File: src/hw/norm_pkg.sv
// fixed 8x8 prefill schedule only; no decode mode, every size and seed constant is set here
package norm_pkg;

    localparam int EXP_W = 8;
    localparam int MAN_W = 9;
    localparam int FP_W  = EXP_W + MAN_W;

    localparam int NUM_ROWS  = 8;
    localparam int ROW_LANES = 8;
    localparam int NUM_LANES = NUM_ROWS * ROW_LANES;

    typedef logic [4:0] step_t;

    localparam step_t RESID_LAST_STEP = 5'd20;
    localparam step_t RSQRT_LAST_STEP = 5'd3;

    typedef struct packed {
        logic [EXP_W-1:0] exponent;
        logic [MAN_W-1:0] mantissa;
    } fp_t;

    // one-hot lane opcodes as the FMA array expects them
    typedef enum logic [4:0] {
        OP_NONE = 5'd0,
        OP_SUB  = 5'd1,
        OP_MUL  = 5'd2,
        OP_FMA  = 5'd4,
        OP_ADD  = 5'd8
    } fma_op_e;

    typedef struct packed {
        fma_op_e op;
        fp_t     a;
        fp_t     b;
        fp_t     c;
    } fma_lane_t;

    typedef fma_lane_t [NUM_LANES-1:0]      fma_req_t;
    typedef fp_t [NUM_LANES-1:0]            lane_vec_t;
    typedef logic [NUM_LANES-1:0][MAN_W-1:0] int_vec_t;
    typedef fp_t [NUM_ROWS-1:0]             row_vec_t;

    typedef struct packed {
        lane_vec_t upper; // scaled x, then second half of the normalized result
        lane_vec_t lower;
    } norm_buf_t;

    typedef enum logic [1:0] {
        PH_IDLE,
        PH_RESID,
        PH_RSQRT
    } norm_phase_e;

    typedef struct packed {
        norm_phase_e phase;
        step_t       cnt;
    } norm_step_t;

    typedef struct packed {
        fp_t sub_a;
        fp_t sub_c;
        fp_t fma_a;
        fp_t fma_b;
        fp_t fma_c;
    } rsqrt_seed_t;

    // piecewise-linear 1/sqrt segments, split on exponent parity and mantissa knee
    localparam logic [EXP_W-1:0] RSQRT_SUB_EXP  = 8'd7;
    localparam logic [MAN_W-1:0] RSQRT_MAN_ONE  = 9'h080;
    localparam logic [MAN_W-1:0] RSQRT_MAN_KNEE = 9'h0b4;

    localparam logic [FP_W-1:0] RSQRT_SUB_C_ODD_ONE = 17'h00a88; // 8.5
    localparam logic [FP_W-1:0] RSQRT_SUB_C_ODD     = 17'h008f0; // 7.5
    localparam logic [FP_W-1:0] RSQRT_SUB_C_EVEN    = 17'h00a80; // 8

    localparam logic [FP_W-1:0] RSQRT_FMA_A_ODD_ONE = 17'h00480;
    localparam logic [FP_W-1:0] RSQRT_FMA_A_ODD_LO  = 17'h0073c;
    localparam logic [FP_W-1:0] RSQRT_FMA_A_ODD_HI  = 17'h00518;
    localparam logic [FP_W-1:0] RSQRT_FMA_A_EVEN_LO = 17'h00976;
    localparam logic [FP_W-1:0] RSQRT_FMA_A_EVEN_HI = 17'h0075c;

    localparam logic [FP_W-1:0] RSQRT_FMA_C_ODD_ONE = 17'h00000;
    localparam logic [FP_W-1:0] RSQRT_FMA_C_ODD_LO  = 17'h006b0;
    localparam logic [FP_W-1:0] RSQRT_FMA_C_ODD_HI  = 17'h00694;
    localparam logic [FP_W-1:0] RSQRT_FMA_C_EVEN_LO = 17'h006f8;
    localparam logic [FP_W-1:0] RSQRT_FMA_C_EVEN_HI = 17'h006d1;

endpackage
File: src/hw/rsqrt_seed_sel.sv
// pure lookup on each row's partial sum; operands are only meaningful once psum holds a sum
module rsqrt_seed_sel (
    input  norm_pkg::row_vec_t                           psum,
    output norm_pkg::rsqrt_seed_t [norm_pkg::NUM_ROWS-1:0] seed
);
    import norm_pkg::*;

    logic [NUM_ROWS-1:0] odd_exp;
    logic [NUM_ROWS-1:0] man_one;
    logic [NUM_ROWS-1:0] man_low;

    always_comb begin
        for (int i = 0; i < NUM_ROWS; i++) begin
            odd_exp[i] = psum[i].exponent[0];
            man_one[i] = (psum[i].mantissa == RSQRT_MAN_ONE);
            man_low[i] = (psum[i].mantissa < RSQRT_MAN_KNEE);

            // halved exponent goes into the mantissa field, scaled by 2^7
            seed[i].sub_a.exponent = RSQRT_SUB_EXP;
            seed[i].sub_a.mantissa = {psum[i].exponent, 1'b0};

            seed[i].sub_c = odd_exp[i] ? (man_one[i] ? RSQRT_SUB_C_ODD_ONE : RSQRT_SUB_C_ODD)
                                       : RSQRT_SUB_C_EVEN;

            // segment slope
            if (odd_exp[i]) begin
                seed[i].fma_a = man_one[i] ? RSQRT_FMA_A_ODD_ONE :
                                man_low[i] ? RSQRT_FMA_A_ODD_LO  : RSQRT_FMA_A_ODD_HI;
                seed[i].fma_c = man_one[i] ? RSQRT_FMA_C_ODD_ONE :
                                man_low[i] ? RSQRT_FMA_C_ODD_LO  : RSQRT_FMA_C_ODD_HI;
            end else begin
                seed[i].fma_a = man_low[i] ? RSQRT_FMA_A_EVEN_LO : RSQRT_FMA_A_EVEN_HI;
                seed[i].fma_c = man_low[i] ? RSQRT_FMA_C_EVEN_LO : RSQRT_FMA_C_EVEN_HI;
            end

            seed[i].fma_b.exponent = '0; // bare mantissa as the segment input
            seed[i].fma_b.mantissa = psum[i].mantissa;
        end
    end

endmodule

File: config.mk
export PLATFORM = sky130hd
export DESIGN_NAME = rsqrt_seed_sel
export DESIGN_NICKNAME = d
export VERILOG_FILES = /design/src/hw/norm_pkg.sv /design/src/hw/rsqrt_seed_sel.sv
export SDC_FILE = /design/constraint.sdc
export NUM_CORES = 1
export LEC_CHECK = 0
export BUFFER_PORTS_ARGS = -buffer_cell sky130_fd_sc_hd__buf_2
export CAP_MARGIN = 20
export CORE_AREA = 2 2 314 316
export DETAILED_ROUTE_END_ITERATION = 16
export DIE_AREA = 0 0 316 318
export PLACE_DENSITY_LB_ADDON = 0.3
export SKIP_LAST_GASP = 1
export SYNTH_ARGS = -nofsm -noshare
export SYNTH_HDL_FRONTEND = slang
export SYNTH_SLANG_ARGS = --single-unit
File: constraint.sdc
create_clock -name vclk -period 2.5
set_clock_uncertainty 0.05 [all_clocks]
set_input_delay 0.375 -clock vclk [all_inputs]
set_output_delay 0.375 -clock vclk [all_outputs]
set_load 0.02 [all_outputs]
==> results.py <==
metrics = {
    "status": {
        "status": "complete, no violations",
    },
    "power_and_ir_drop": {
        "total_leakage_power_nw": 3.19,
        "power.density_nw_per_um2": 212,
        "power_frac_seq": 0,
        "swShare": 0.798,
        "p_comb_frac": 1.000,
        "vdd_drop_max_v": 0.0000669,
        "p_clk_frac": 0,
        "p_int_w": 0.000275,
        "power_switching_w": 0.00108,
    },
    "floorplan": {
        "die_h_um": 318,
        "fp.coreArea_um2": 97400,
        "ios": 816,
        "die_w_um": 316,
        "dieArea_um2": 100000,
        "rows": 115,
        "start_util": 0.0598,
    },
    "critical_path": {
        "cp-end-kind": "output pin",
        "cp_max_fo": 2,
        "path_delay_family": "compound AO/OA/AOI/OAI gates",
        "crit_slowest_cell": "or4_4",
        "path_buf_inv": 2,
        "worstSetupPathType": "in2out",
        "worstSetupStartpointType": "input pin",
        "cp.required_ps": 2080,
        "crit_arrival_ps": 2050,
        "critical_path.max_stage_delay_ps": 660,
        "crit_top_cell": "buf_2",
        "crit_chain": "buf_2 -> or4_4 -> o41a_1 -> a311o_1 -> buf_2",
    },
    "global_routing": {
        "grt_use_total": 0.0459,
        "grt_max_degree": 15,
        "grt_pass1_wl_mm": 31.3,
        "grt-ovfl-total": 0,
        "grt_pass1_vias": 3501,
        "antenna_found_initial": 3,
    },
    "placement": {
        "placed_area_um2": 6390,
        "place_ws_ps": 69.5,
        "place.gp.congestion": 0.719,
        "io_buffers": 360,
        "hpwl_mm": 25.1,
    },
    "route": {
        "num_vias": 4569,
        "ant_nets": 0,
        "via_per_inst": 2.04,
        "drc_errors": 0,
        "drt-total-wl_mm": 26.7,
        "dr.pass1.iters": 4,
        "post_drt_wl_per_cell_um": 11.9,
        "initialDrtViolationCount": 97,
    },
    "timing": {
        "worstMarginPinSlew_ps": 523,
        "fin_crit_sh": 0.991,
        "period_minus_slack_ps": 2480,
        "drv_slew": 0,
        "setup_slack_ps": 23.2,
        "holdWs_ps": 700,
        "relSlewSlack": 0.643,
        "tns_ps": 0,
        "rsz0062_at_grt": "false",
        "final-setup-viol-count": 0,
        "finalHoldViolations": 0,
        "max_freq_ghz": 0.404,
    },
    "logic_synthesis": {
        "yosysUniqueCellTypes": 40,
        "netlist_instances": 810,
        "syn_area_um2": 5830,
        "yosysSeqAreaShare": 0,
        "synth_top_cell_by_area": "buf_4",
        "synth_area_leaders": "buf_4 74%, o21a_1 2.4%, or3_1 2.4%",
        "yosysWarnings": 0,
        "syn_area_per_cell_um2": 7.19,
        "synth_top_area_frac": 0.742,
    },
    "final_layout": {
        "regArea_um2": 0,
        "fillers": 11619,
        "design_area_um2": 6400,
        "num-clock-buffers": 0,
        "seq_cells": 0,
        "final_util": 0.0657,
        "layout-drive-gt1-share": 0.419,
        "layout.nets": 1088,
        "synthToLayoutAreaGrowth_pct": 9.81,
    },
    "worst_hold_path": {
        "hp-class": "in2out",
    },
    "clock_tree": {
        "ctsHoldBuffers": 0,
    },
    "job": {
        "cap_violations": 0,
    },
}
-- routing by layer --
| layer | share of wire | GRT usage | vias up |
|---|---|---|---|
| met4 | 0.030 | 0.0124 | 4 |
| met5 | 0.0044 | 0.00774 | - |
| met3 | 0.11 | 0.0158 | 32 |
| li1 | - | - | 2048 |
| met2 | 0.50 | 0.0843 | 446 |
| met1 | 0.35 | 0.0486 | 2039 |
-- cell usage in the layout, fill, tap and decap left out, types with 3 or more instances in the layout --
master,instances
or2_2,4
nand2b_1,10
o21ai_0,6
a311oi_1,6
nor3_1,16
o211a_1,11
or3_1,21
buf_2,360
a211oi_1,5
and2_1,3
o311a_1,4
a2111oi_0,12
buf_4,29
nor4_1,6
o211ai_1,5
nor2_1,22
a211o_1,5
nand4b_1,4
a21oi_1,4
a311o_1,4
inv_1,15
nand4_1,6
conb_1,344
o21a_1,19
nor3b_1,5
-- power groups by stage --
| stage | Sequential, W | Clock (W) | Combinational [W] |
|---|---|---|---|
| after floorplan | 0 | 0 | 0.00159 |
| after global placement | 0 | 0 | 0.00138 |
| after detailed placement | 0 | 0 | 0.00137 |
| after CTS | 0 | 0 | 0.00137 |
| after global routing | 0 | 0 | 0.00145 |
| final | 0 | 0.00000000000604 | 0.00136 |
-- cell usage after synthesis, types with 2 or more instances --
cell type / n
and3_1: 2
a2111oi_0: 12
nor3_1: 16
nand3_1: 2
a311o_1: 4
nand4b_1: 4
conb_1: 2
inv_1: 15
nor4_1: 8
or2_2: 4
nand3b_1: 2
nor3b_1: 5
o311a_1: 4
and2_1: 3
a21oi_1: 4
buf_4: 576
nor2_1: 22
o211a_1: 11
clkbuf_1: 16
a211oi_1: 5
or3_1: 22
nand2b_1: 10
nand4_1: 6
o21a_1: 19
a311oi_1: 6
a21o_1: 2
a211o_1: 5
o211ai_1: 5
a221o_1: 2
o21ai_0: 6
-- cells by family after synthesis --
kind of cell | after synthesis | synth area share
AO/OA/AOI/OAI | 91 | 0.128
buffers and inverters | 607 | 0.762
other | 2 | 0.00129
AND/OR/NAND/NOR | 110 | 0.108
-- stage by stage --
stage               cells  total power, W
global placement     2237         0.00138
global route         2237         0.00145
detailed placement   2237         0.00137
CTS                  2237         0.00137
floorplan            1152         0.00159
finish               2239         0.00136
-- path summary, 6_finish.rpt --
check	startpoint	end	slack (ps)	cells past startpoint
worst max-delay path	psum[56]	seed[292]	20	5
worst min-delay path	psum[100]	seed[500]	700	0
-- repair_timing --
action / CTS / global route
setup endpoints to repair: 0 / 6
setup buffers: 0 / 0
resized for setup: 0 / 1
-- final cells by class --
| class | instances | area, um^2 | share of cell area |
|---|---|---|---|
| inverter | 15 | 56.3 | 0.00880 |
| timing repair buffer | 390 | 2040 | 0.319 |
| antenna | 2 | 5.00 | 0.000782 |
| tap | 1287 | 1610 | 0.252 |
| multi-input combinational | 545 | 2690 | 0.420 |
(Power assumes the default switching activity.)
