$ cat src/hw/norm_pkg.sv
// fixed 8x8 prefill schedule only; no decode mode, every size and seed constant is set here
package norm_pkg;

    localparam int EXP_W = 8;
    localparam int MAN_W = 9;
    localparam int FP_W  = EXP_W + MAN_W;

    localparam int NUM_ROWS  = 8;
    localparam int ROW_LANES = 8;
    localparam int NUM_LANES = NUM_ROWS * ROW_LANES;

    typedef logic [4:0] step_t;

    localparam step_t RESID_LAST_STEP = 5'd20;
    localparam step_t RSQRT_LAST_STEP = 5'd3;

    typedef struct packed {
        logic [EXP_W-1:0] exponent;
        logic [MAN_W-1:0] mantissa;
    } fp_t;

    // one-hot lane opcodes as the FMA array expects them
    typedef enum logic [4:0] {
        OP_NONE = 5'd0,
        OP_SUB  = 5'd1,
        OP_MUL  = 5'd2,
        OP_FMA  = 5'd4,
        OP_ADD  = 5'd8
    } fma_op_e;

    typedef struct packed {
        fma_op_e op;
        fp_t     a;
        fp_t     b;
        fp_t     c;
    } fma_lane_t;

    typedef fma_lane_t [NUM_LANES-1:0]      fma_req_t;
    typedef fp_t [NUM_LANES-1:0]            lane_vec_t;
    typedef logic [NUM_LANES-1:0][MAN_W-1:0] int_vec_t;
    typedef fp_t [NUM_ROWS-1:0]             row_vec_t;

    typedef struct packed {
        lane_vec_t upper; // scaled x, then second half of the normalized result
        lane_vec_t lower;
    } norm_buf_t;

    typedef enum logic [1:0] {
        PH_IDLE,
        PH_RESID,
        PH_RSQRT
    } norm_phase_e;

    typedef struct packed {
        norm_phase_e phase;
        step_t       cnt;
    } norm_step_t;

    typedef struct packed {
        fp_t sub_a;
        fp_t sub_c;
        fp_t fma_a;
        fp_t fma_b;
        fp_t fma_c;
    } rsqrt_seed_t;

    // piecewise-linear 1/sqrt segments, split on exponent parity and mantissa knee
    localparam logic [EXP_W-1:0] RSQRT_SUB_EXP  = 8'd7;
    localparam logic [MAN_W-1:0] RSQRT_MAN_ONE  = 9'h080;
    localparam logic [MAN_W-1:0] RSQRT_MAN_KNEE = 9'h0b4;

    localparam logic [FP_W-1:0] RSQRT_SUB_C_ODD_ONE = 17'h00a88; // 8.5
    localparam logic [FP_W-1:0] RSQRT_SUB_C_ODD     = 17'h008f0; // 7.5
    localparam logic [FP_W-1:0] RSQRT_SUB_C_EVEN    = 17'h00a80; // 8

    localparam logic [FP_W-1:0] RSQRT_FMA_A_ODD_ONE = 17'h00480;
    localparam logic [FP_W-1:0] RSQRT_FMA_A_ODD_LO  = 17'h0073c;
    localparam logic [FP_W-1:0] RSQRT_FMA_A_ODD_HI  = 17'h00518;
    localparam logic [FP_W-1:0] RSQRT_FMA_A_EVEN_LO = 17'h00976;
    localparam logic [FP_W-1:0] RSQRT_FMA_A_EVEN_HI = 17'h0075c;

    localparam logic [FP_W-1:0] RSQRT_FMA_C_ODD_ONE = 17'h00000;
    localparam logic [FP_W-1:0] RSQRT_FMA_C_ODD_LO  = 17'h006b0;
    localparam logic [FP_W-1:0] RSQRT_FMA_C_ODD_HI  = 17'h00694;
    localparam logic [FP_W-1:0] RSQRT_FMA_C_EVEN_LO = 17'h006f8;
    localparam logic [FP_W-1:0] RSQRT_FMA_C_EVEN_HI = 17'h006d1;

endpackage
$ cat src/hw/norm_seq.sv
// a start pulse while busy restarts the count; start_residual wins over start_rsqrt
module norm_seq (
    input  logic                 clk,
    input  logic                 rst_n,
    input  logic                 start_residual,
    input  logic                 start_rsqrt,
    output norm_pkg::norm_step_t step,
    output logic                 busy
);
    import norm_pkg::*;

    norm_phase_e phase;
    step_t       cnt;
    logic        last_step;

    // final count of whichever phase is running
    assign last_step = ((phase == PH_RESID) && (cnt == RESID_LAST_STEP)) ||
                       ((phase == PH_RSQRT) && (cnt == RSQRT_LAST_STEP));

    always_ff @(posedge clk or negedge rst_n) begin
        if (!rst_n) begin
            phase <= PH_IDLE;
            cnt   <= '0;
        end else if (start_residual) begin
            phase <= PH_RESID;
            cnt   <= '0;
        end else if (start_rsqrt) begin
            phase <= PH_RSQRT;
            cnt   <= '0;
        end else if (last_step) begin
            phase <= PH_IDLE; // busy drops at this edge
            cnt   <= '0;
        end else if (phase != PH_IDLE) begin
            cnt <= cnt + 5'd1;
        end
    end

    assign step.phase = phase;
    assign step.cnt   = cnt;
    assign busy       = (phase != PH_IDLE);

endmodule

$ cat config.mk
export PLATFORM = sky130hd
export DESIGN_NAME = norm_seq
export DESIGN_NICKNAME = d
export VERILOG_FILES = /design/src/hw/norm_pkg.sv /design/src/hw/norm_seq.sv
export SDC_FILE = /design/constraint.sdc
export NUM_CORES = 1
export LEC_CHECK = 0
export BUFFER_PORTS_ARGS = -buffer_cell sky130_fd_sc_hd__clkbuf_2
export CAP_MARGIN = 20
export CORE_AREA = 8 8 45 47
export CTS_CLUSTER_DIAMETER = 30
export CTS_CLUSTER_SIZE = 10
export DETAILED_ROUTE_END_ITERATION = 16
export DIE_AREA = 0 0 53 55
export GPL_ROUTABILITY_DRIVEN = 0
export HOLD_SLACK_MARGIN = 0.15
export PLACE_DENSITY_LB_ADDON = 0.15
export SLEW_MARGIN = 30
export SYNTH_ARGS = -nofsm -noshare
export SYNTH_HDL_FRONTEND = slang
export SYNTH_SLANG_ARGS = --single-unit
$ cat constraint.sdc
create_clock -name clk -period 3.9 [get_ports clk]
set_clock_uncertainty 0.2 [all_clocks]
set_input_delay 0 -clock clk [delete_from_list [all_inputs] [get_ports clk]]
set_output_delay 0 -clock clk [all_outputs]
set_load 0.02 [all_outputs]
==> qor.log, run 1 <==
[pwr] post-layout power 0.1704 mW
[global_route] number of antenna violations at the first check in global routing 0
[finish] final-stage net count 64
[worst_setup_path] element type at the critical path start flip-flop
[global_route] pin count of the biggest net entering global routing 8
[finish] total inserted antenna cells 0
[worst_setup_path] peak per-stage delay on the critical path 0.54 ns
[finish] fin cells 73
[cts] insertion delay to the later sink of the worst-skew pair 0.25 ns
[cts] Clock Root Buffer clkbuf_4
[cts] clock-pin slew of the registers on the worst-case setup and hold paths 0.05 ns
[route] via density per instance 5.301
[floorplanning] Die Area 2915 um^2
[finish] Layout fillers 147
[floorplanning] Vert. Die Dim 55 um
[cts] clock tree buffer depth 2
[yosys] cell type with the highest aggregate area in the netlist dfrtp_1
[yosys] share of the yosys chip area belonging to registers 47.62%
[place] half-perimeter wire length after detailed placement 723.4 um
[yosys] number of enable flip-flop cells after synthesis 0
[yosys] leading cell types by count after synthesis dfrtp_1 (7), nand3_1 (4), nor4_1 (4)
[pwr] net load switching power 0.04540 mW
[job] number of max-cap violations 0
[timing] worst slew margin relative to its limit 76.66%
[global_route] sum of overflow across all layers after global routing 0
[timing] final setup margin 1.911 ns
[outcome] status complete, no violations
[yosys] async set-reset flop share out of synthesis 100.0%
[yosys] most area-consuming cells after synthesis dfrtp_1 (48%), xor2_1 (7.1%), ha_1 (6.8%)
[route] DR pass1 iterations 4
[yosys] cell count after synthesis 37
[timing] time the worst path needs with I/O delays and setup 1.989 ns
[place] post-placement setup slack 2.244 ns
[route] Vias 387
[timing] RSZ-0062 raised after global routing false
[pwr] P per Cell Area 328.1 nW/um^2
[worst_setup_path] Slowest-stage cell, CP dlygate4sd3_1
[worst_setup_path] arrival time worst endpoint 1.92 ns
[yosys] total nets after synthesis 43
[pwr] total leakage power 0.2440 nW
[timing] final max-slew violation count 0
[yosys] number of warnings reported in the yosys synthesis log 0
[timing] Post-Route Hold Slack 0.3748 ns
[yosys] flip-flop and latch count after synthesis 7
[cts] clock buffers created by TritonCTS 3
[floorplanning] core area 1384 um^2
[global_route] first-pass GRT wire length 1759 um
[finish] area occupied by multi-input gates 181.4 um^2
[route] number of remaining DRC errors 0
[finish] Layout Area Growth over Synthesis 41.16%
[finish] total area of sequential cells 175.2 um^2
[cts] number of sinks on the clock net 7
[floorplanning] number of rows in the core area 14
[pwr] relative contribution of combinational cells to total power 14.4%
[global_route] overall routing resource usage 8.521%
[cts] number of buffers inserted to repair setup after CTS 0
[cts] # H-tree levels 1
[place] buffers added on ports 11
[timing] final hold viol count 0
[yosys] cell with the most instances after synthesis dfrtp_1
[worst_setup_path] cell-by-cell trace of the critical path nor4_1 -> nand2_1 -> a21oi_1 -> nor2_1 -> dlygate4sd3_1
[route] drt first-iter violations 8
[floorplanning] initial core utilization 26.58%
[worst_setup_path] highest fanout seen on the critical path 5
[timing] Setup TNS Final 0 ns
[worst_setup_path] crit end category flip-flop
[yosys] share of Yosys cell area claimed by the top area cell type 47.62%
[floorplanning] # IOs 12
[global_route] number of global-route vias before repair 394
[finish] utilization after layout 37.52%
[cts] CTS tree yes
[pwr] P_int 0.1250 mW
[worst_setup_path] critical path data required time 3.84 ns
[finish] area of all placed cells without fillers 519.2 um^2
[route] wire per inst 13.49 um
[timing] FMAX 502.7 MHz
[cts] post-CTS resize count 0
[yosys] mean instance size in the synthesized netlist 9.942 um^2
[pwr] largest vdd supply drop 0.2173 mV
[worst_setup_path] kind of critical path flip-flop to flip-flop
[worst_hold_path] worst min-delay path category primary input to flip-flop
[route] sum of routed wire length over all layers 985 um
[timing] Worst Tran Pin Value 0.3469 ns
[route] Antenna Nets Post-Route 0
[finish] share of layout cells above drive strength 1 29.82%
[pwr] sequential fraction of design power 46.0%
[pwr] share of total power in the clock network 39.6%
[place] cell area reported after detailed placement 442.9 um^2
[yosys] count of distinct cell types in the synthesized netlist 15
[timing] final period utilization 51.00%
[yosys] synthesized cell area 367.9 um^2
[floorplanning] Die W 53 um
[timing] final setup violation count 0
[place] # placed instances 64
[pwr] switch share 26.65%
[yosys] dominant synthesized flop cell dfrtp_1
## power groups by stage
stage | logic, mW | clock network, mW | registers, mW
final | 0.0245 | 0.0675 | 0.0783
after global routing | 0.0277 | 0.0768 | 0.0789
after CTS | 0.0249 | 0.0706 | 0.0784
after detailed placement | 0.0208 | 0 | 0.0796
after global placement | 0.0210 | 0 | 0.0797
after floorplan | 0.00812 | 0 | 0.0822
## worst max-delay path, delay by kind of cell (launching register included)
kind | cells | cell delay [ns]
buf+inv | 1 | 0.54
flops | 1 | 0.43
simple gates | 3 | 0.53
compound gates | 1 | 0.16
## placed cells by master (no fill, tap or decap), drive strengths merged, types with 2 or more instances in the layout
master       netlist  routed
nand2              3       3
nor2               2       2
dlygate4sd3        0       5
dfrtp              7       7
nor4               4       4
ha                 2       2
nand3              4       4
o22ai              2       2
inv                3       3
nand4              2       2
clkbuf             0      15
xor2               3       3
## final timing paths
| check | start | to | slack, ns | cells after the start |
|---|---|---|---|---|
| max in group asynchronous | rst_n | phase[0] | 2.74 | 3 |
| setup reg to reg | cnt[3] | phase[1] | 1.91 | 5 |
| min in group asynchronous | rst_n | cnt[4] | 0.51 | 3 |
| hold / removal | start_residual | cnt[4] | 0.37 | 3 |
| hold reg to reg | phase[0] | phase[0] | 0.40 | 1 |
| setup / recovery | cnt[3] | phase[1] | 1.91 | 5 |
## routing by layer
metal | share of wire (%) | wire [um] | GRT usage, % | vias up
met5 | 0 | 0 | 0 | -
met4 | 0 | 0 | 3.017 | 0
met3 | 17 | 166 | 7.754 | 0
met2 | 44 | 434 | 12.11 | 18
met1 | 39 | 384 | 8.810 | 193
li1 | - | - | - | 176
## flip-flops by register name (all words and copies together) (netlist names)
register and flops:
cnt 5, phase 2
## area by class of cell
cell class | instances | area share [%]
inverters | 3 | 2.169
clock buffers | 4 | 5.060
multi-input cells | 27 | 34.94
well taps | 16 | 3.855
flip-flops and latches | 7 | 33.73
repair buffers | 16 | 20.24
## logic make-up after synthesis
| group | synth area share [%] |
|---|---|
| XOR/XNOR | 7.144 |
| flip-flops | 47.62 |
| adder cells (fa/ha/maj) | 6.802 |
| buffers and inverters | 3.061 |
| AO/OA/AOI/OAI | 7.141 |
| AND/OR/NAND/NOR | 28.23 |
## what timing repair did
item / in CTS / in global routing
setup endpoints to repair: 0 / 0
hold buffers: 5 / 0
hold endpoints to repair: 14 / 0
Note: power is estimated with default switching activity, not from simulation.
==> run 2, diff against run 1 <==
Settings changed: ABC_AREA set to 1.
Clock period 3.9 ns to 2 ns, I/O delays scaled along.
==> run 2 against run 1 <==
Compared with the run above: non-clock buffer count down 1; flip-flop and latch count unchanged; core utilization up 5.2 points; maximum frequency up 35%; synthesized cell count up 57%; global-route usage down 0.51 points; total power up 98%; clock-buffer cell count unchanged; die area unchanged; register-to-register slack worse by 1.4 ns; largest power group unchanged; sequential share of layout area down 4.1 points.
==> qor.log, run 2 <==
[outcome] status complete, no violations
[yosys] cell count after synthesis 58
[route] DR pass1 iterations 4
[timing] final max-slew violation count 0
[yosys] dominant synthesized flop cell dfrtp_1
[yosys] total nets after synthesis 64
[floorplanning] # IOs 12
[pwr] largest vdd supply drop 0.3516 mV
[global_route] number of antenna violations at the first check in global routing 0
[finish] utilization after layout 42.77%
[pwr] post-layout power 0.3377 mW
[worst_setup_path] critical path data required time 1.93 ns
[timing] worst slew margin relative to its limit 77.24%
[cts] number of buffers inserted to repair setup after CTS 0
[global_route] number of global-route vias before repair 418
[worst_setup_path] arrival time worst endpoint 1.40 ns
[route] Vias 414
[timing] final setup violation count 0
[finish] leading cell types in the layout, fill and taps excluded nand2_1 (18), clkbuf_2 (11), inv_1 (9)
[floorplanning] Vert. Die Dim 55 um
[yosys] most area-consuming cells after synthesis dfrtp_1 (39%), nand2_1 (15%), inv_1 (7.5%)
[global_route] overall routing resource usage 8.009%
[finish] share of layout cells above drive strength 1 31.17%
[pwr] share of total power in the clock network 37.0%
[pwr] total leakage power 0.3042 nW
[pwr] P_int 0.2447 mW
[yosys] flip-flop and latch count after synthesis 7
[yosys] cell type with the highest aggregate area in the netlist dfrtp_1
[yosys] synthesized cell area 450.4 um^2
[route] via density per instance 4.452
[pwr] P per Cell Area 570.6 nW/um^2
[yosys] leading cell types by count after synthesis nand2_1 (18), inv_1 (9), dfrtp_1 (7), nand3_1 (5), nor2_1 (4)
[route] wire per inst 11.41 um
[timing] Worst Tran Pin Value 0.3403 ns
[finish] Layout fillers 149
[timing] Setup TNS Final 0 ns
[timing] time the worst path needs with I/O delays and setup 1.472 ns
[yosys] number of warnings reported in the yosys synthesis log 0
[yosys] count of distinct cell types in the synthesized netlist 16
[route] Antenna Nets Post-Route 0
[yosys] mean instance size in the synthesized netlist 7.766 um^2
[pwr] switch share 27.52%
[pwr] net load switching power 0.09295 mW
[global_route] first-pass GRT wire length 1780 um
[place] buffers added on ports 11
[cts] CTS tree yes
[finish] registers with the highest flip-flop counts cnt (5), phase (2)
[floorplanning] Die W 53 um
[job] number of max-cap violations 0
[timing] Post-Route Hold Slack 0.3446 ns
[timing] RSZ-0062 raised after global routing false
[cts] clock tree buffer depth 2
[floorplanning] number of rows in the core area 14
[finish] most common library cell in the layout ignoring fill and taps nand2_1
[route] drt first-iter violations 7
[worst_setup_path] kind of critical path flip-flop to flip-flop
[worst_setup_path] highest fanout seen on the critical path 5
[yosys] share of the yosys chip area belonging to registers 38.89%
[floorplanning] core area 1384 um^2
[yosys] cell with the most instances after synthesis nand2_1
[cts] Clock Root Buffer clkbuf_4
[cts] # H-tree levels 1
[timing] final period utilization 73.58%
[finish] final-stage net count 84
[route] sum of routed wire length over all layers 1061 um
[route] number of remaining DRC errors 0
[global_route] sum of overflow across all layers after global routing 0
[finish] total inserted antenna cells 0
[global_route] pin count of the biggest net entering global routing 8
[cts] number of sinks on the clock net 7
[worst_setup_path] crit end category flip-flop
[floorplanning] Die Area 2915 um^2
[cts] insertion delay to the later sink of the worst-skew pair 0.24 ns
[finish] Layout Area Growth over Synthesis 31.39%
[yosys] async set-reset flop share out of synthesis 100.0%
[yosys] number of enable flip-flop cells after synthesis 0
[worst_setup_path] element type at the critical path start flip-flop
[timing] FMAX 679.5 MHz
[pwr] sequential fraction of design power 45.7%
[cts] clock-pin slew of the registers on the worst-case setup and hold paths 0.05 ns
[place] half-perimeter wire length after detailed placement 838.6 um
[worst_hold_path] worst min-delay path category flip-flop to flip-flop
[yosys] share of Yosys cell area claimed by the top area cell type 38.89%
[cts] clock buffers created by TritonCTS 3
[finish] most flop-heavy register cnt
[pwr] relative contribution of combinational cells to total power 17.3%
[finish] flip-flop count of the largest register, all copies and words added 5
[timing] final hold viol count 0
[floorplanning] initial core utilization 32.55%
==> run 2: layout make-up <==
| type | instances | area (um^2) | area share [%] |
|---|---|---|---|
| clock buffer | 4 | 26.28 | 4.440 |
| sequential | 7 | 175.2 | 29.60 |
| timing repair buffer | 15 | 95.09 | 16.07 |
| multi-input combinational | 41 | 237.7 | 40.17 |
| tap | 16 | 20.02 | 3.383 |
| inverter | 10 | 37.54 | 6.342 |
==> run 2: repair_timing <==
item,4_1_cts,5_1_grt
endpoints found under the hold margin,14,0
gates resized for setup,0,0
hold buffers,4,0
==> run 2: layer usage <==
layer	vias to the layer above	wire [um]	GRT usage (%)
li1	220	-	-
met1	185	517	9.370
met2	7	497	13.48
met3	2	37	1.872
met4	0	8	3.879
met5	-	0	0
==> run 2: per-stage QoR <==
stage / instances / setup slack (ns) / instance area, um^2
6_report: 93 / 0.5283 / 591.8
5_1_grt: 93 / 0.4349 / 591.8
4_1_cts: 93 / 0.5265 / 591.8
3_5_place_dp: 85 / 0.5424 / 525.5
3_3_place_gp: 85 / 0.5262 / 525.5
2_1_floorplan: 58 / 0.5512 / 450.4
==> run 2: cells by family (layout without fill, tap and decap cells) <==
group | after synthesis | after routing | synth area share (%)
buffers and inverters | 10 | 29 | 8.332
flip-flops | 7 | 7 | 38.89
adder cells (fa/ha/maj) | 2 | 2 | 5.555
AND/OR/NAND/NOR | 38 | 38 | 45.28
AO/OA/AOI/OAI | 1 | 1 | 1.945
==> run 2: final timing paths <==
path,from,depth (start not counted),slack [ns],end
min reg2reg,cnt[1],2,0.34,cnt[1]
min,cnt[1],2,0.34,cnt[1]
min in group asynchronous,rst_n,3,0.52,phase[1]
max in group asynchronous,rst_n,3,0.83,cnt[4]
max,cnt[0],7,0.53,cnt[3]
max reg2reg,cnt[0],7,0.53,cnt[3]
==> run 2: power by group through the flow <==
stage | registers [mW] | logic, mW | clock network [mW]
after floorplan | 0.161 | 0.0278 | 0
after global placement | 0.156 | 0.0541 | 0
after detailed placement | 0.157 | 0.0529 | 0
after CTS | 0.154 | 0.0590 | 0.132
after global routing | 0.155 | 0.0646 | 0.144
final | 0.154 | 0.0583 | 0.125
==> run 2: critical path: stages, from the launching register on <==
cell	delay (ns)
dfrtp_1	0.42
inv_1	0.11
ha_1	0.16
nand4_1	0.10
nand2_1	0.08
nand3_2	0.12
nand2_2	0.12
nor2_1	0.05
==> run 3, diff against run 2 <==
Clock period 2 ns to 1.25 ns, I/O delays scaled along.
==> run 3 against run 2 <==
Compared with the run above: the run now ends with negative setup slack left; final area is 22% higher; register-to-register slack got worse by 0.64 ns; sequential share of layout area fell by 4.9 points; combinational power up 120%; routed wire length grew 1.1%; via count grew 9.9%; first-iteration DRC count fell by 43%; flip-flop and latch count unchanged; global-route usage grew 0.39 points; worst hold slack better by 0.013 ns; largest power group unchanged; highest routed layer unchanged.
==> qor.log, run 3 (synthesis results as in run 2) <==
[worst_setup_path] delay-heaviest family, CP simple AND/OR/NAND/NOR gates
[timing] time the worst path needs with I/O delays and setup 1.363 ns
[finish] most common library cell in the layout ignoring fill and taps nand2_1
[worst_setup_path] critical path data required time 1.19 ns
[worst_setup_path] Slowest-stage cell, CP dfrtp_2
[pwr] P per Cell Area 795.2 nW/um^2
[pwr] share of total power in the clock network 34.6%
[cts] # H-tree levels 1
[timing] final max-slew violation count 0
[floorplanning] Vert. Die Dim 55 um
[timing] Setup TNS Final -0.6519 ns
[floorplanning] # IOs 12
[worst_setup_path] number of buffers and inverters on the critical path 1
[worst_hold_path] capture endpoint of the worst hold path phase[1]
[route] wire per inst 10.32 um
[route] Vias 455
[worst_hold_path] worst min-delay path category primary input to flip-flop
[worst_hold_path] cell depth of the worst min-delay path 4
[route] DR pass1 iterations 4
[cts] clock tree buffer depth 2
[floorplanning] initial core utilization 32.55%
[timing] final hold viol count 0
[worst_setup_path] Worst R2R Start cnt[1]
[worst_setup_path] crit end category flip-flop
[cts] CTS tree yes
[worst_setup_path] r2r endpoint cnt[1]
[pwr] net load switching power 0.1579 mW
[finish] registers with the highest flip-flop counts cnt (5), phase (2)
[timing] worst slew margin relative to its limit 86.23%
[timing] Worst Tran Pin Value 0.2061 ns
[global_route] sum of overflow across all layers after global routing 0
[worst_setup_path] reg-to-reg slack, setup -0.11 ns
[worst_hold_path] critical hold path startpoint start_rsqrt
[cts] Clock Root Buffer clkbuf_4
[floorplanning] Die Area 2915 um^2
[global_route] number of global-route vias before repair 444
[global_route] pin count of the biggest net entering global routing 8
[route] Antenna Nets Post-Route 0
[finish] most flop-heavy register cnt
[finish] share of layout cells above drive strength 1 51.14%
[place] buffers added on ports 11
[worst_setup_path] cell-by-cell trace of the critical path inv_2 -> ha_4 -> nand4_1 -> nand2_2 -> nand3_4 -> nand3b_1 -> nand2_1
[cts] clock buffers created by TritonCTS 3
[floorplanning] Die W 53 um
[floorplanning] core area 1384 um^2
[pwr] total leakage power 0.3600 nW
[worst_setup_path] kind of critical path flip-flop to flip-flop
[route] sum of routed wire length over all layers 1073 um
[timing] final setup margin -0.1130 ns
[global_route] first-pass GRT wire length 1794 um
[timing] final period utilization 109.0%
[timing] final setup violation count 8
[worst_setup_path] highest fanout seen on the critical path 5
[cts] number of sinks on the clock net 7
[route] via density per instance 4.375
[job] number of max-cap violations 0
[finish] flip-flop count of the largest register, all copies and words added 5
[cts] clock-pin slew of the registers on the worst-case setup and hold paths 0.05 ns
[worst_setup_path] depth of the most critical reg-to-reg path 7
[floorplanning] number of rows in the core area 14
[cts] insertion delay to the later sink of the worst-skew pair 0.25 ns
[pwr] sequential fraction of design power 42.6%
[timing] RSZ-0062 raised after global routing true
[worst_setup_path] peak per-stage delay on the critical path 0.41 ns
[pwr] largest vdd supply drop 0.5955 mV
[pwr] switch share 27.41%
[finish] Layout Area Growth over Synthesis 60.83%
[pwr] relative contribution of combinational cells to total power 22.8%
[outcome] violated checks negative setup slack
[timing] FMAX 733.7 MHz
[finish] total inserted antenna cells 0
[outcome] status complete, but fails checks
[pwr] post-layout power 0.5761 mW
[worst_setup_path] startpoint of the most critical setup path cnt[1]
[route] number of remaining DRC errors 0
[finish] final-stage net count 95
[worst_setup_path] arrival time worst endpoint 1.30 ns
[place] half-perimeter wire length after detailed placement 867.5 um
[route] drt first-iter violations 4
[pwr] P_int 0.4182 mW
[finish] leading cell types in the layout, fill and taps excluded nand2_1 (17), buf_4 (11), clkbuf_2 (9)
[worst_setup_path] element type at the critical path start flip-flop
[global_route] overall routing resource usage 8.402%
[global_route] number of antenna violations at the first check in global routing 0
[run 3: changes by cell type in the layout (fill, tap and decap cells not counted), sizes merged]
cell and delta:
buf +13, clkbuf -2
[run 3: cell type report]
class	instances	area (um^2)
fill	136	659.4
multi-input combinational	41	267.8
timing repair buffer	26	193.9
sequential	7	178.9
inverter	10	37.54
clock buffer	4	26.28
tap	16	20.02
[run 3: what timing repair did]
item                                   in CTS  in global routing
gates resized for setup                     3                  8
pin swaps                                   4                  1
setup buffers                               1                  1
setup endpoints to repair                   8                 12
endpoints found under the hold margin      14                  7
hold buffers                                4                  1
[run 3: how the worst max path moves through the flow]
stage               depth (start not counted)  slack [ns]      to
floorplan                                   6       -0.13  cnt[1]
CTS                                         7       -0.13  cnt[1]
global placement                            7       -0.11  cnt[1]
global route                                7       -0.18  cnt[1]
detailed placement                          7       -0.13  cnt[1]
finish                                      7       -0.11  cnt[1]
[run 3: routing by layer]
metal,up-vias,routed length [um],GRT usage (%)
met5,-,0,0
met4,0,9,6.466
met3,2,61,2.406
met2,9,529,14.45
met1,202,473,8.475
li1,242,-,-
[run 3: through the flow]
stage / cells / cell area, um^2 / hold WS, ns / worst slack (ns) / utilization (%)
6_report: 104 / 724.4 / 0.3571 / -0.1130 / 52.35
5_1_grt: 104 / 724.4 / 0.3861 / -0.1810 / 52.35
4_1_cts: 103 / 693.2 / 0.3470 / -0.1262 / 50.09
3_5_place_dp: 94 / 610.6 / -0.3537 / -0.1339 / 44.12
3_3_place_gp: 94 / 610.6 / -0.3532 / -0.1130 / 44.12
2_1_floorplan: 58 / 467.9 / -0.4956 / -0.1262 / -
[run 3: power groups by stage]
stage / logic [mW] / registers, mW / clock network (mW)
2_1_floorplan: 0.0471 / 0.259 / 0
3_3_place_gp: 0.106 / 0.249 / 0
3_5_place_dp: 0.105 / 0.249 / 0
4_1_cts: 0.120 / 0.245 / 0.207
5_1_grt: 0.143 / 0.246 / 0.222
6_report: 0.131 / 0.246 / 0.199
[run 3: worst min-delay path, cell delays in order]
cell and delay (ns):
dlygate4sd3_1 0.53, clkbuf_2 0.13, nand2_1 0.06, nand2_1 0.05
